## config.mk

```make
export PLATFORM = sky130hd
export DESIGN_NAME = rv32PipeTop
export DESIGN_NICKNAME = d
export VERILOG_FILES = /design/src/rtl/rv32PipePkg.sv /design/src/rtl/fetchStage.sv /design/src/rtl/decodeStage.sv /design/src/rtl/executeStage.sv /design/src/rtl/memWbStage.sv /design/src/rtl/rv32PipeTop.sv
export VERILOG_INCLUDE_DIRS = /design/src /design/src/rtl
export SDC_FILE = /design/constraint.sdc
export NUM_CORES = 2
export LEC_CHECK = 0
export ABC_AREA = 1
export BUFFER_PORTS_ARGS = -buffer_cell sky130_fd_sc_hd__buf_2
export CORE_ASPECT_RATIO = 1.4
export CORE_UTILIZATION = 25
export DETAILED_ROUTE_END_ITERATION = 12
export PLACE_DENSITY = 0.49
export SKIP_CTS_REPAIR_TIMING = 1
export SYNTH_ARGS = -nofsm -noshare
export SYNTH_HDL_FRONTEND = slang
export SYNTH_SLANG_ARGS = --single-unit
```

## constraint.sdc

```tcl
create_clock -name clk -period 5.7 [get_ports clk]
set_clock_uncertainty 0.2 [all_clocks]
set_input_delay 0.285 -clock clk [delete_from_list [all_inputs] [get_ports clk]]
set_output_delay 0.285 -clock clk [all_outputs]
set_load 0.1 [all_outputs]
```

## src/rtl/rv32Pipe_settings.svh

```systemverilog
// Core-wide constants for the five-stage RV32I pipeline
`ifndef RV32PIPE_SETTINGS_SVH
`define RV32PIPE_SETTINGS_SVH

// ADDI x0, x0, 0
`define RV_NOP 32'h0000_0013

// First fetch address after reset
`define RV_RESET_PC 32'h0000_0000

// Word index widths, 64 words per memory
`define RV_IMEM_AW 6
`define RV_DMEM_AW 6

`endif

```

## src/rtl/rv32PipePkg.sv

```systemverilog
// Shared instruction views, opcode and ALU types, and the ALU function of the core
package rv32PipePkg;

    // One instruction word seen in three encodings
    typedef union packed {
        struct packed {
            logic [6:0] funct7;
            logic [4:0] rs2;
            logic [4:0] rs1;
            logic [2:0] funct3;
            logic [4:0] rd;
            logic [6:0] opcode;
        } rView;
        struct packed {
            logic [11:0] imm;
            logic [4:0]  rs1;
            logic [2:0]  funct3;
            logic [4:0]  rd;
            logic [6:0]  opcode;
        } iView;
        struct packed {
            logic [6:0] immHi;  // Also {imm[12], imm[10:5]} for branches
            logic [4:0] rs2;
            logic [4:0] rs1;
            logic [2:0] funct3;
            logic [4:0] immLo;  // Also {imm[4:1], imm[11]} for branches
            logic [6:0] opcode;
        } sView;
    } instWord;

    typedef enum logic [6:0] {
        OP     = 7'b0110011,
        OP_IMM = 7'b0010011,
        LOAD   = 7'b0000011,
        STORE  = 7'b0100011,
        BRANCH = 7'b1100011
    } opcodeE;

    typedef enum logic [2:0] {
        ADD = 3'd0,
        SUB = 3'd1,
        AND = 3'd2,
        OR  = 3'd3,
        XOR = 3'd4,
        SLT = 3'd5
    } aluOpE;

    function automatic logic [31:0] aluCompute(aluOpE op, logic [31:0] a, logic [31:0] b);
        case (op)
            ADD:     return a + b;
            SUB:     return a - b;
            AND:     return a & b;
            OR:      return a | b;
            XOR:     return a ^ b;
            SLT:     return {31'd0, $signed(a) < $signed(b)};  // Signed compare
            default: return a + b;
        endcase
    endfunction

endpackage

```

## src/rtl/fetchStage.sv

```systemverilog
// Fetch stage holding the program counter and the IF/ID pipeline register
`timescale 1ns/1ns

`include "rv32Pipe_settings.svh"

module fetchStage (
    input  logic        clk,
    input  logic        rstN,
    input  logic        stall,
    input  logic        redirect,
    input  logic [31:0] redirectPc,
    input  logic [31:0] imemData,
    output logic [31:0] imemAddr,
    output logic [31:0] ifIdInst,
    output logic [31:0] ifIdPc
);

    logic [31:0] pc;
    logic [31:0] pcNext;

    assign imemAddr = pc;  // Memory answers in the same cycle

    // Redirect wins over a load-use stall
    always_comb begin
        if (redirect) begin
            pcNext = redirectPc;
        end else if (stall) begin
            pcNext = pc;
        end else begin
            pcNext = pc + 32'd4;
        end
    end

    always_ff @(posedge clk or negedge rstN) begin
        if (!rstN) begin
            pc <= `RV_RESET_PC;
        end else begin
            pc <= pcNext;
        end
    end

    // IF/ID register
    always_ff @(posedge clk or negedge rstN) begin
        if (!rstN) begin
            ifIdInst <= `RV_NOP;
            ifIdPc   <= `RV_RESET_PC;
        end else if (redirect) begin
            ifIdInst <= `RV_NOP;    // Squash the wrong-path fetch
            ifIdPc   <= pc;
        end else if (!stall) begin
            ifIdInst <= imemData;
            ifIdPc   <= pc;
        end
    end

endmodule

```

## src/rtl/decodeStage.sv

```systemverilog
// Decode stage with register file, load-use detection and the ID/EX pipeline register
`timescale 1ns/1ns

module decodeStage (
    input  logic               clk,
    input  logic               rstN,
    input  logic [31:0]        ifIdInst,
    input  logic [31:0]        ifIdPc,
    input  logic               redirect,
    input  logic               wbValid,
    input  logic [4:0]         wbRd,
    input  logic [31:0]        wbData,
    output logic               stall,
    output logic [31:0]        idExPc,
    output logic [4:0]         idExRs1,
    output logic [4:0]         idExRs2,
    output logic [4:0]         idExRd,
    output logic [31:0]        idExRdata1,
    output logic [31:0]        idExRdata2,
    output logic [31:0]        idExImm,
    output rv32PipePkg::aluOpE idExAluOp,
    output logic               idExUseImm,
    output logic               idExRegWrite,
    output logic               idExMemRead,
    output logic               idExMemWrite,
    output logic               idExBranch,
    output logic               idExBranchNe
);
    import rv32PipePkg::*;

    instWord     inst;
    logic [4:0]  rs1;
    logic [4:0]  rs2;
    logic [4:0]  rd;
    logic [31:0] immI;
    logic [31:0] immS;
    logic [31:0] immB;
    logic [31:0] imm;
    logic        useRs1;
    logic        useRs2;
    logic        useImm;
    logic        regWrite;
    logic        memRead;
    logic        memWrite;
    logic        branch;
    aluOpE       aluOp;
    logic [31:0] regFile [32];
    logic [31:0] rdata1;
    logic [31:0] rdata2;
    logic        bubble;

    // funct3 to ALU operation, shared by register and immediate forms
    function automatic aluOpE funct3Op(logic [2:0] f3);
        case (f3)
            3'b010:  return SLT;
            3'b100:  return XOR;
            3'b110:  return OR;
            3'b111:  return AND;
            default: return ADD;
        endcase
    endfunction

    assign inst = ifIdInst;
    assign rs1  = inst.rView.rs1;
    assign rs2  = inst.rView.rs2;
    assign rd   = inst.rView.rd;

    assign immI = {{20{inst.iView.imm[11]}}, inst.iView.imm};
    assign immS = {{20{inst.sView.immHi[6]}}, inst.sView.immHi, inst.sView.immLo};
    assign immB = {{20{inst.sView.immHi[6]}}, inst.sView.immLo[0], inst.sView.immHi[5:0],
                   inst.sView.immLo[4:1], 1'b0};

    always_comb begin
        useRs1   = 1'b0;
        useRs2   = 1'b0;
        useImm   = 1'b0;
        regWrite = 1'b0;
        memRead  = 1'b0;
        memWrite = 1'b0;
        branch   = 1'b0;
        aluOp    = ADD;
        imm      = immI;
        case (opcodeE'(inst.rView.opcode))
            OP: begin
                useRs1   = 1'b1;
                useRs2   = 1'b1;
                regWrite = 1'b1;
                aluOp    = (inst.rView.funct3 == 3'b000 && inst.rView.funct7[5]) ? SUB
                                                          : funct3Op(inst.rView.funct3);
            end
            OP_IMM: begin
                useRs1   = 1'b1;
                useImm   = 1'b1;
                regWrite = 1'b1;
                aluOp    = funct3Op(inst.iView.funct3);
            end
            LOAD: begin
                useRs1   = 1'b1;
                useImm   = 1'b1;
                regWrite = 1'b1;
                memRead  = 1'b1;
            end
            STORE: begin
                useRs1   = 1'b1;
                useRs2   = 1'b1;
                useImm   = 1'b1;
                memWrite = 1'b1;
                imm      = immS;
            end
            BRANCH: begin
                useRs1 = 1'b1;
                useRs2 = 1'b1;
                branch = 1'b1;
                imm    = immB;
            end
            default: ;  // Unknown word acts as a NOP
        endcase
        if (rd == 5'd0) begin
            regWrite = 1'b0;
        end
    end

    always_ff @(posedge clk) begin
        if (wbValid && wbRd != 5'd0) begin
            regFile[wbRd] <= wbData;
        end
    end

    // Write-first read, x0 reads as zero
    assign rdata1 = (rs1 == 5'd0) ? 32'd0 : (wbValid && wbRd == rs1) ? wbData : regFile[rs1];
    assign rdata2 = (rs2 == 5'd0) ? 32'd0 : (wbValid && wbRd == rs2) ? wbData : regFile[rs2];

    // Load in EX feeding this instruction
    assign stall  = idExMemRead && idExRegWrite &&
                    ((useRs1 && idExRd == rs1) || (useRs2 && idExRd == rs2));
    assign bubble = stall || redirect;

    always_ff @(posedge clk or negedge rstN) begin
        if (!rstN) begin
            idExRegWrite <= 1'b0;
            idExMemRead  <= 1'b0;
            idExMemWrite <= 1'b0;
            idExBranch   <= 1'b0;
            idExBranchNe <= 1'b0;
            idExUseImm   <= 1'b0;
            idExAluOp    <= ADD;
        end else begin
            idExRegWrite <= regWrite && !bubble;
            idExMemRead  <= memRead && !bubble;
            idExMemWrite <= memWrite && !bubble;
            idExBranch   <= branch && !bubble;
            idExBranchNe <= inst.rView.funct3[0] && !bubble;  // BNE has funct3 001
            idExUseImm   <= useImm && !bubble;
            idExAluOp    <= bubble ? ADD : aluOp;
        end
    end

    always_ff @(posedge clk) begin
        idExPc     <= ifIdPc;
        idExRs1    <= useRs1 ? rs1 : 5'd0;
        idExRs2    <= useRs2 ? rs2 : 5'd0;
        idExRd     <= rd;
        idExRdata1 <= rdata1;
        idExRdata2 <= rdata2;
        idExImm    <= imm;
    end

endmodule

```

## src/rtl/executeStage.sv

```systemverilog
// Execute stage with operand forwarding, ALU, branch resolution and the EX/MEM register
`timescale 1ns/1ns

module executeStage (
    input  logic               clk,
    input  logic               rstN,
    input  logic [31:0]        idExPc,
    input  logic [4:0]         idExRs1,
    input  logic [4:0]         idExRs2,
    input  logic [4:0]         idExRd,
    input  logic [31:0]        idExRdata1,
    input  logic [31:0]        idExRdata2,
    input  logic [31:0]        idExImm,
    input  rv32PipePkg::aluOpE idExAluOp,
    input  logic               idExUseImm,
    input  logic               idExRegWrite,
    input  logic               idExMemRead,
    input  logic               idExMemWrite,
    input  logic               idExBranch,
    input  logic               idExBranchNe,
    input  logic               wbValid,
    input  logic [4:0]         wbRd,
    input  logic [31:0]        wbData,
    output logic               redirect,
    output logic [31:0]        redirectPc,
    output logic [31:0]        exMemAlu,
    output logic [31:0]        exMemStoreData,
    output logic [4:0]         exMemRd,
    output logic               exMemRegWrite,
    output logic               exMemRead,
    output logic               exMemWrite
);
    import rv32PipePkg::*;

    logic [31:0] fwdA;
    logic [31:0] fwdB;
    logic [31:0] opB;
    logic [31:0] aluResult;

    // The younger result in EX/MEM wins over MEM/WB
    function automatic logic [31:0] forward(logic [4:0] rs, logic [31:0] regVal);
        if (exMemRegWrite && exMemRd == rs) begin
            return exMemAlu;
        end else if (wbValid && wbRd == rs) begin
            return wbData;
        end
        return regVal;
    endfunction

    always_comb begin
        fwdA = forward(idExRs1, idExRdata1);
        fwdB = forward(idExRs2, idExRdata2);
    end

    assign opB       = idExUseImm ? idExImm : fwdB;
    assign aluResult = aluCompute(idExAluOp, fwdA, opB);

    // BEQ and BNE, taken path squashes the two younger slots
    assign redirect   = idExBranch && ((fwdA == fwdB) != idExBranchNe);
    assign redirectPc = idExPc + idExImm;

    always_ff @(posedge clk or negedge rstN) begin
        if (!rstN) begin
            exMemRegWrite <= 1'b0;
            exMemRead     <= 1'b0;
            exMemWrite    <= 1'b0;
        end else begin
            exMemRegWrite <= idExRegWrite;
            exMemRead     <= idExMemRead;
            exMemWrite    <= idExMemWrite;
        end
    end

    always_ff @(posedge clk) begin
        exMemAlu       <= aluResult;  // Also the load and store address
        exMemStoreData <= fwdB;
        exMemRd        <= idExRd;
    end

endmodule

```

## src/rtl/memWbStage.sv

```systemverilog
// Memory and writeback stages with the MEM/WB register and the writeback select
`timescale 1ns/1ns

module memWbStage (
    input  logic        clk,
    input  logic        rstN,
    input  logic [31:0] exMemAlu,
    input  logic [31:0] exMemStoreData,
    input  logic [4:0]  exMemRd,
    input  logic        exMemRegWrite,
    input  logic        exMemRead,
    input  logic        exMemWrite,
    input  logic [31:0] dmemRdData,
    output logic [31:0] dmemAddr,
    output logic [31:0] dmemWrData,
    output logic        dmemWe,
    output logic        wbValid,
    output logic [4:0]  wbRd,
    output logic [31:0] wbData
);

    logic        memWbRead;
    logic [31:0] memWbAlu;
    logic [31:0] memWbLoad;

    // Data memory reads combinationally and writes on the edge
    assign dmemAddr   = exMemAlu;
    assign dmemWrData = exMemStoreData;
    assign dmemWe     = exMemWrite;

    always_ff @(posedge clk or negedge rstN) begin
        if (!rstN) begin
            wbValid   <= 1'b0;
            memWbRead <= 1'b0;
        end else begin
            wbValid   <= exMemRegWrite;
            memWbRead <= exMemRead;
        end
    end

    always_ff @(posedge clk) begin
        wbRd      <= exMemRd;
        memWbAlu  <= exMemAlu;
        memWbLoad <= dmemRdData;
    end

    assign wbData = memWbRead ? memWbLoad : memWbAlu;  // Load data or ALU result

endmodule

```

## src/rtl/rv32PipeTop.sv

```systemverilog
// Top level of the five-stage RV32I pipeline connecting the four stage blocks
`timescale 1ns/1ns

`include "rv32Pipe_settings.svh"

module rv32PipeTop (
    input  logic        clk,
    input  logic        rstN,
    input  logic [31:0] imemData,
    input  logic [31:0] dmemRdData,
    output logic [31:0] imemAddr,
    output logic [31:0] dmemAddr,
    output logic [31:0] dmemWrData,
    output logic        dmemWe,
    output logic        wbValid,
    output logic [4:0]  wbRd,
    output logic [31:0] wbData
);
    import rv32PipePkg::*;

    logic [31:0] fetchAddr;
    logic [31:0] memAddr;
    logic [31:0] ifIdInst;
    logic [31:0] ifIdPc;
    logic        stall;
    logic        redirect;
    logic [31:0] redirectPc;
    logic [31:0] idExPc;
    logic [4:0]  idExRs1;
    logic [4:0]  idExRs2;
    logic [4:0]  idExRd;
    logic [31:0] idExRdata1;
    logic [31:0] idExRdata2;
    logic [31:0] idExImm;
    aluOpE       idExAluOp;
    logic        idExUseImm;
    logic        idExRegWrite;
    logic        idExMemRead;
    logic        idExMemWrite;
    logic        idExBranch;
    logic        idExBranchNe;
    logic [31:0] exMemAlu;
    logic [31:0] exMemStoreData;
    logic [4:0]  exMemRd;
    logic        exMemRegWrite;
    logic        exMemRead;
    logic        exMemWrite;

    // Byte addresses wrapped to the size of each memory
    assign imemAddr = {{(30 - `RV_IMEM_AW){1'b0}}, fetchAddr[`RV_IMEM_AW+1:0]};
    assign dmemAddr = {{(30 - `RV_DMEM_AW){1'b0}}, memAddr[`RV_DMEM_AW+1:0]};

    fetchStage fetch0 (.imemAddr(fetchAddr), .*);

    decodeStage decode0 (.*);

    executeStage execute0 (.*);

    memWbStage memWb0 (.dmemAddr(memAddr), .*);

endmodule

```

# --- Word level (Yosys, flattened, before mapping) ---
# Memories as Yosys holds them, arrays and structs flattened. A register that Yosys moved wholly into a read port is not among the register bits.
# Index checks and enable logic that the tools add are counted.
word_totals:
  output_inout_bits: 135
  input_bits: 66
  memories: 1
  ramBits: 1024
  wordCells: 121
  reg_bits: 308
classes:
  bitwise_logic: 3
  n_mux: 34
  magnitude_cmp: 1
  eq_ne: 23
  n_reduce_logical: 29
  addsub: 4
memory_table:
  columns: ["memory", "depth", "width", "read_ports", "rd_ports_with_merged_regs", "wr", "line", "source"]
  rows:
  - ["decode0.regFile", 32, 32, 2, 2, 1, "decodeStage.sv:47", "logic [31:0] regFile [32];"]
op_table:
  columns: ["operator", "n"]
  rows:
  - ["two-way mux 32 bit", 14]
  - ["one-hot mux 32 bit (5 select lines)", 1]
  - ["adder 32 bit", 2]
  - ["adder 32 x 3 -> 32 bit, second input constant", 1]
  - ["bitwise AND 32 bit", 1]
  - ["== test 32 bit", 1]
  - ["less-than comparator 32 bit", 1]
  - ["OR 32 bit", 1]
  - ["subtractor 32 bit", 1]
  - ["bitwise XOR 32 bit", 1]
  - ["== test 5 bit", 6]
  - ["one-hot mux 12 bit (2 select lines)", 1]
  - ["logical AND 1 bit", 17]
  - ["== test 3 bit, second input constant", 5]
  - ["zero test 5 bit", 3]
  - ["== test 7 x 6 -> 1 bit, second input constant", 2]
  - ["two-way mux 1 bit", 14]
  - ["one-hot mux 3 bit (4 select lines)", 1]
  - ["== test 3 x 2 -> 1 bit, second input constant", 3]
  - ["OR reduction 3 bit", 3]
  - ["== test 7 x 2 -> 1 bit, second input constant", 1]
  - ["== test 7 x 5 -> 1 bit, second input constant", 1]
  - ["== test 7 bit, second input constant", 1]
  - ["two-way mux 3 bit", 2]
  - ["9 further kinds", 10]

# --- Depth between registers and ports, before layout ---
depth:
  word_depth: 11
  ltp_mapped: 35
  mapped_depth_nobuf: 32

# --- Hierarchy ---
# Synthesis repeated with hierarchy kept, for this count alone.
hier_totals:
  cells_unflattened: 9915
  hier_area_um2: 77778.3
modules_own_cells:
  columns: ["mod", "area_per_inst_um2", "seq_area_each_um2", "cells_per_inst", "instances"]
  rows:
  - ["decodeStage", 58024.4, 33457.1, 6870, 1]
  - ["executeStage", 12440.7, 1456.4, 2218, 1]
  - ["fetchStage", 4538.1, 2406.1, 538, 1]
  - ["memWbStage", 2411.1, 1431.4, 240, 1]
  - ["rv32PipeTop", 364.1, 0.0, 49, 1]

# --- Worst setup path before layout ---
# No wires, ideal clock.
synth_path:
  kind: "register to register"
  start: "reg memWb0.memWbRead"
  end: "reg execute0.exMemAlu[22]"
  t_arrival_ps: 6940
  slack_ps: -1502
  required_time_ps: 5438
  stages_incl_launch_ff: 24
  setup_time_ps: 62
  path_buffers: 1
  period_less_slack_ps: 7202
  path_cell_list: "dfrtp_1 -> buf_2 -> o21ai_0 -> inv_1 -> nand2_1 -> nand3_1 -> nand2_1 -> inv_1 -> nand2_1 -> o21ai_0 -> fa_1 -> nand3b_1 -> nand2_1 -> inv_1 -> nor2_1 -> nor2_1 -> o21ai_1 -> a21oi_1 -> o21ai_0 -> a21boi_0 -> o21ai_0 -> xor2_1 -> nand2_1 -> nand3_1"
synth_between:
  elab_chain_len: 7
  elab_cells_between_ends: 14
  cone_classes: "add/sub: 2; mux: 9; bitwise: 3"
synth_rtl:
  columns: ["element", "line", "source"]
  rows:
  - ["from (decl)", "memWbStage.sv:22", "logic memWbRead;"]
  - ["from (signal assigned)", "memWbStage.sv:37", "memWbRead <= exMemRead;"]
  - ["two-way mux 32 bit *", "memWbStage.sv:47", "assign wbData = memWbRead ? memWbLoad : memWbAlu;"]
  - ["via wbData[1]", "rv32PipeTop.sv:17", "output logic [31:0] wbData"]
  - ["two-way mux 32 bit *", "executeStage.sv:44", "end else if (wbValid && wbRd == rs) begin"]
  - ["two-way mux 32 bit *", "executeStage.sv:42", "if (exMemRegWrite && exMemRd == rs) begin"]
  - ["two-way mux 32 bit *", "executeStage.sv:47", "return regVal;"]
  - ["via execute0.fwdB[1]", "executeStage.sv:36", "logic [31:0] fwdB;"]
  - ["two-way mux 32 bit *", "executeStage.sv:55", "assign opB = idExUseImm ? idExImm : fwdB;"]
  - ["adder 32 bit or subtractor 32 bit (tied branches)", "rv32PipePkg.sv:50, rv32PipePkg.sv:56, rv32PipePkg.sv:51", null]
  - ["one-hot mux 32 bit (5 select lines) *", "rv32PipePkg.sv:49", "case (op)"]
  - ["via execute0.aluResult[22]", "executeStage.sv:38", "logic [31:0] aluResult;"]
  - ["to (signal assigned)", "executeStage.sv:75", "exMemAlu <= aluResult;"]
  - ["to (decl)", "executeStage.sv:26", "output logic [31:0] exMemAlu,"]
# The timed path passes the listed nets; every way through them passes the cells marked *. The select of a mux whose other input is x is not followed.
# A chain may end at the register's enable or synchronous reset.

# --- Worst setup path in the final report ---
layout_path:
  start: "reg memWb0.wbRd[2]"
  end: "reg execute0.exMemAlu[30]"
layout_between:
  elab_chain_len: 8
  elab_cells_between_ends: 17
  cone_classes: "add/sub: 2; eq/ne: 2; mux: 8; bitwise: 3; reduce/logical: 2"
layout_rtl:
  columns: ["element", "line", "source"]
  rows:
  - ["from (decl)", "memWbStage.sv:18", "output logic [4:0] wbRd,"]
  - ["from (signal assigned)", "memWbStage.sv:42", "wbRd <= exMemRd;"]
  - ["== test 5 bit", "executeStage.sv:44", null]
  - ["logical AND 1 bit", "executeStage.sv:44", null]
  - ["two-way mux 1 bit", "executeStage.sv:44", null]
  - ["two-way mux 1 bit", "executeStage.sv:42", null]
  - ["two-way mux 32 bit", "executeStage.sv:47", null]
  - ["two-way mux 32 bit", "executeStage.sv:55", null]
  - ["adder 32 bit (tied with other cells)", "rv32PipePkg.sv:50, rv32PipePkg.sv:56", null]
  - ["one-hot mux 32 bit (5 select lines) *", "rv32PipePkg.sv:49", null]
  - ["via execute0.aluResult[30]", "executeStage.sv:38", null]
# The timed path passes the listed nets; every way through them passes the cells marked *.

==> run_results.csv <==
group,metric,value,unit
logic_synthesis,synth_edf_count,1024,
layout,syn2layout_area_growth,15.4,%
sta,finalSetupTns,0,ns
critical_path,cp.required,6.20,ns
logic_synthesis,ys_ff_latch,1324,
critical_path,slowest_stage,"dfxtp_1",
grt,grt_first_pass_wirelength,384,mm
grt,groute.layer.met2.usage,32.9,%
layout,nets,7899,
logic_synthesis,synth_flop_cell,"edfxtp_1",
floorplanning,coreArea,0.268,mm2
logic_synthesis,synth-warning-count,0,
drt,dr.pass1.iters,9,
power,swShare,35.4,%
logic_synthesis,syn_avg_cell_area,8.80,um2
power,peakVddDrop,215,uV
drt,vias_per_cell,5.11,
logic_synthesis,netlist_instances,7668,
sta,worst_slew_pin_slew,1.38,ns
clock_tree,htree_levels,4,
placement,finalWeightedCongestion,0.891,
floorplanning,core.rowCount,225,
logic_synthesis,async_flop_share,4.68,%
power,p_sw,0.0102,W
hold_path,hp-class,"in2reg",
floorplanning,die_x,441,um
logic_synthesis,synth_top_area_share,45.6,%
clock_tree,clkTransAtPathRegs,0.07,ns
drt,initialDrtViolationCount,5628,
clock_tree,numCtsBuffers,145,
logic_synthesis,synth_common_cells,"nand2_1 (1376), o21ai_0 (1282), edfxtp_1 (1024)",
drt,ant_nets,0,
drt,wire_per_inst,23.8,um
layout,multi_input_area,0.0256,mm2
clock_tree,cts_num_sinks,1324,
logic_synthesis,seq_area_frac_synth,55.0,%
critical_path,crit_type,"reg2reg",
critical_path,cp.arrival,5.71,ns
logic_synthesis,synth_cell_types,55,
sta,fin_hold_ws,-0.0413,ns
grt,globalRoute.busiestLayer,"met2",
drt,wirelength,270,mm
sta,setup_viol,0,
power,clock_power_share,32.5,%
critical_path,cpLargestDelayFamily,"simple AND/OR/NAND/NOR gates",
power,pwr-share-seq,42.6,%
sta,max_freq,192,MHz
grt,gr-usage-met3,2.52,%
drt,dr_total_vias,58000,
logic_synthesis,yosysTopAreaCell,"edfxtp_1",
sta,drv_slew,0,
power,power_density,371,mW/mm2
floorplanning,die-area,0.272,mm2
critical_path,cpMostUsedCell,"nand2_1",
floorplanning,die_h,617,um
floorplanning,start_util,25.1,%
logic_synthesis,yosysMostFrequentCell,"nand2_1",
floorplanning,io_pins,201,
clock_tree,cts_root_buffer,"clkbuf_16",
logic_synthesis,syn_area,0.0675,mm2
critical_path,cpPeakStageDelay,0.52,ns
grt,met1_usage,22.9,%
placement,post-dp-hpwl,172,mm
status,status,"complete, but fails checks",
critical_path,crit_path_max_fanout,47,
grt,grt_start_max_net_pins,164,
sta,max_slew_margin,7.44,%
sta,rsz0062_at_grt,"false",
critical_path,worstSetupStartpointType,"flop",
grt,antenna_found_initial,13,
power,report.power.total,0.0289,W
critical_path,critPathBufInv,5,
power,internal_power,0.0187,W
layout,seq_area,0.0371,mm2
sta,fin_crit_sh,91.5,%
logic_synthesis,synth.area.top_cells,"edfxtp_1 (46%), o21ai_0 (9.5%), nand2_1 (7.7%)",
power,power.leakage,29.5,nW
clock_tree,clk_latency,0.84,ns
power,p_comb_share,24.9,%
layout,num-fill-cells,28000,
flow_run,max_cap_violations,0,
sta,fin_crit,5.21,ns
clock_tree,clockBufferDepth,4,
clock_tree,tritoncts,"yes",
layout,drive_gt1_share,8.04,%
critical_path,cp-end-kind,"flop",
drt,post-route-drc-count,0,
status,violations,"negative hold slack",
placement,io_buffers,152,
grt,grt_pass1_vias,54800,
sta,hold_viol_final,28,
grt,grt_usage,19.2,%
grt,overflow,0,
[routing by layer]
metal  share of wire [%]  up-vias
met3                 6.4      677
met5               0.030        -
li1                    -    26600
met4                 5.9       12
met2                  49     2472
met1                  39    28200
[logic make-up after synthesis]
group | Yosys count | share of synthesized area (%)
AO/OA/AOI/OAI | 2380 | 19.3
XOR/XNOR | 46 | 0.597
adder cells (fa/ha/maj) | 107 | 2.02
buffers and inverters | 1324 | 7.89
flip-flops | 1324 | 55.0
other | 1 | 0.00556
AND/OR/NAND/NOR | 2486 | 15.2
[placed cells by master (no fill, tap or decap), types with 29 or more instances in the layout]
| cell | instances |
|---|---|
| dfrtp_1 | 48 |
| dfxtp_1 | 238 |
| o22ai_1 | 133 |
| clkbuf_16 | 149 |
| clkbuf_1 | 40 |
| nor2_1 | 467 |
| o211ai_1 | 280 |
| buf_2 | 152 |
| xor2_1 | 36 |
| inv_1 | 700 |
| nand4_1 | 77 |
| ha_1 | 104 |
| conb_1 | 80 |
| nand2_1 | 1376 |
| nand3_1 | 478 |
| o21ai_0 | 1277 |
| edfxtp_1 | 1024 |
| dlygate4sd3_1 | 98 |
| nor2_4 | 34 |
| buf_4 | 157 |
| buf_12 | 29 |
| a21oi_1 | 589 |
[path summary, 6_finish.rpt]
check	from	end	slack [ns]	cells after the start
setup / recovery	memWb0.wbRd[2]	execute0.exMemAlu[30]	0.49	29
hold / removal	dmemRdData[22]	memWb0.memWbLoad[22]	-0.04	2
setup reg to reg	memWb0.wbRd[2]	execute0.exMemAlu[30]	0.49	29
hold reg to reg	decode0.idExMemWrite	execute0.exMemWrite	0.16	0
max in group asynchronous	rstN	fetch0.ifIdInst[22]	4.71	3
min in group asynchronous	rstN	fetch0.imemAddr[4]	-0.03	3
[power groups by stage]
stage,clock network (W),registers (W),logic (W)
after floorplan,0,0.0127,0.00427
after global placement,0,0.0125,0.00709
after detailed placement,0,0.0125,0.00713
after CTS,0.00957,0.0123,0.00715
after global routing,0.00986,0.0124,0.00774
final,0.00940,0.0123,0.00721
[flip-flops by register name, summed over array words and instances, names as in the netlist, 8 cells and up]
signal and cells:
decode0.idExImm 13, decode0.idExPc 8, decode0.idExRdata1 32, decode0.idExRdata2 32
decode0.regFile 1024, execute0.exMemAlu 32, execute0.exMemStoreData 32, fetch0.ifIdInst 32
fetch0.ifIdPc 8, fetch0.imemAddr 8, memWb0.memWbAlu 32, memWb0.memWbLoad 32
[worst register-to-register path: cells and delay by family (launching register included)]
kind / cells / cell delay [ns]
DFF: 1 / 0.52
buffers and inverters: 5 / 0.80
AOI/OAI and AO/OA: 5 / 1.21
adders and majority gates: 1 / 0.40
and+or+nand+nor: 18 / 1.95
[area by class of cell]
type	instances	share of cell area, %
Antenna cell	7	0.0225
Clock buffer	190	5.00
Clock inverter	59	0.768
Inverter	720	3.49
Multi-Input combinational cell	5099	32.9
Sequential cell	1324	47.7
Tap cell	3518	5.65
Timing Repair Buffer	436	4.50
[per-stage QoR]
step	worst slack, ns	std cells	util (%)	cell area [um2]
floorplan	0.680	7747	-	67800
global placement	0.0840	11000	27.0	72400
detailed placement	0.0792	11000	27.0	72400
CTS	0.0754	11200	28.6	76900
global route	0.00129	11300	29.0	77900
finish	0.486	11400	29.0	77900
Power figures use the tool's default switching activity.
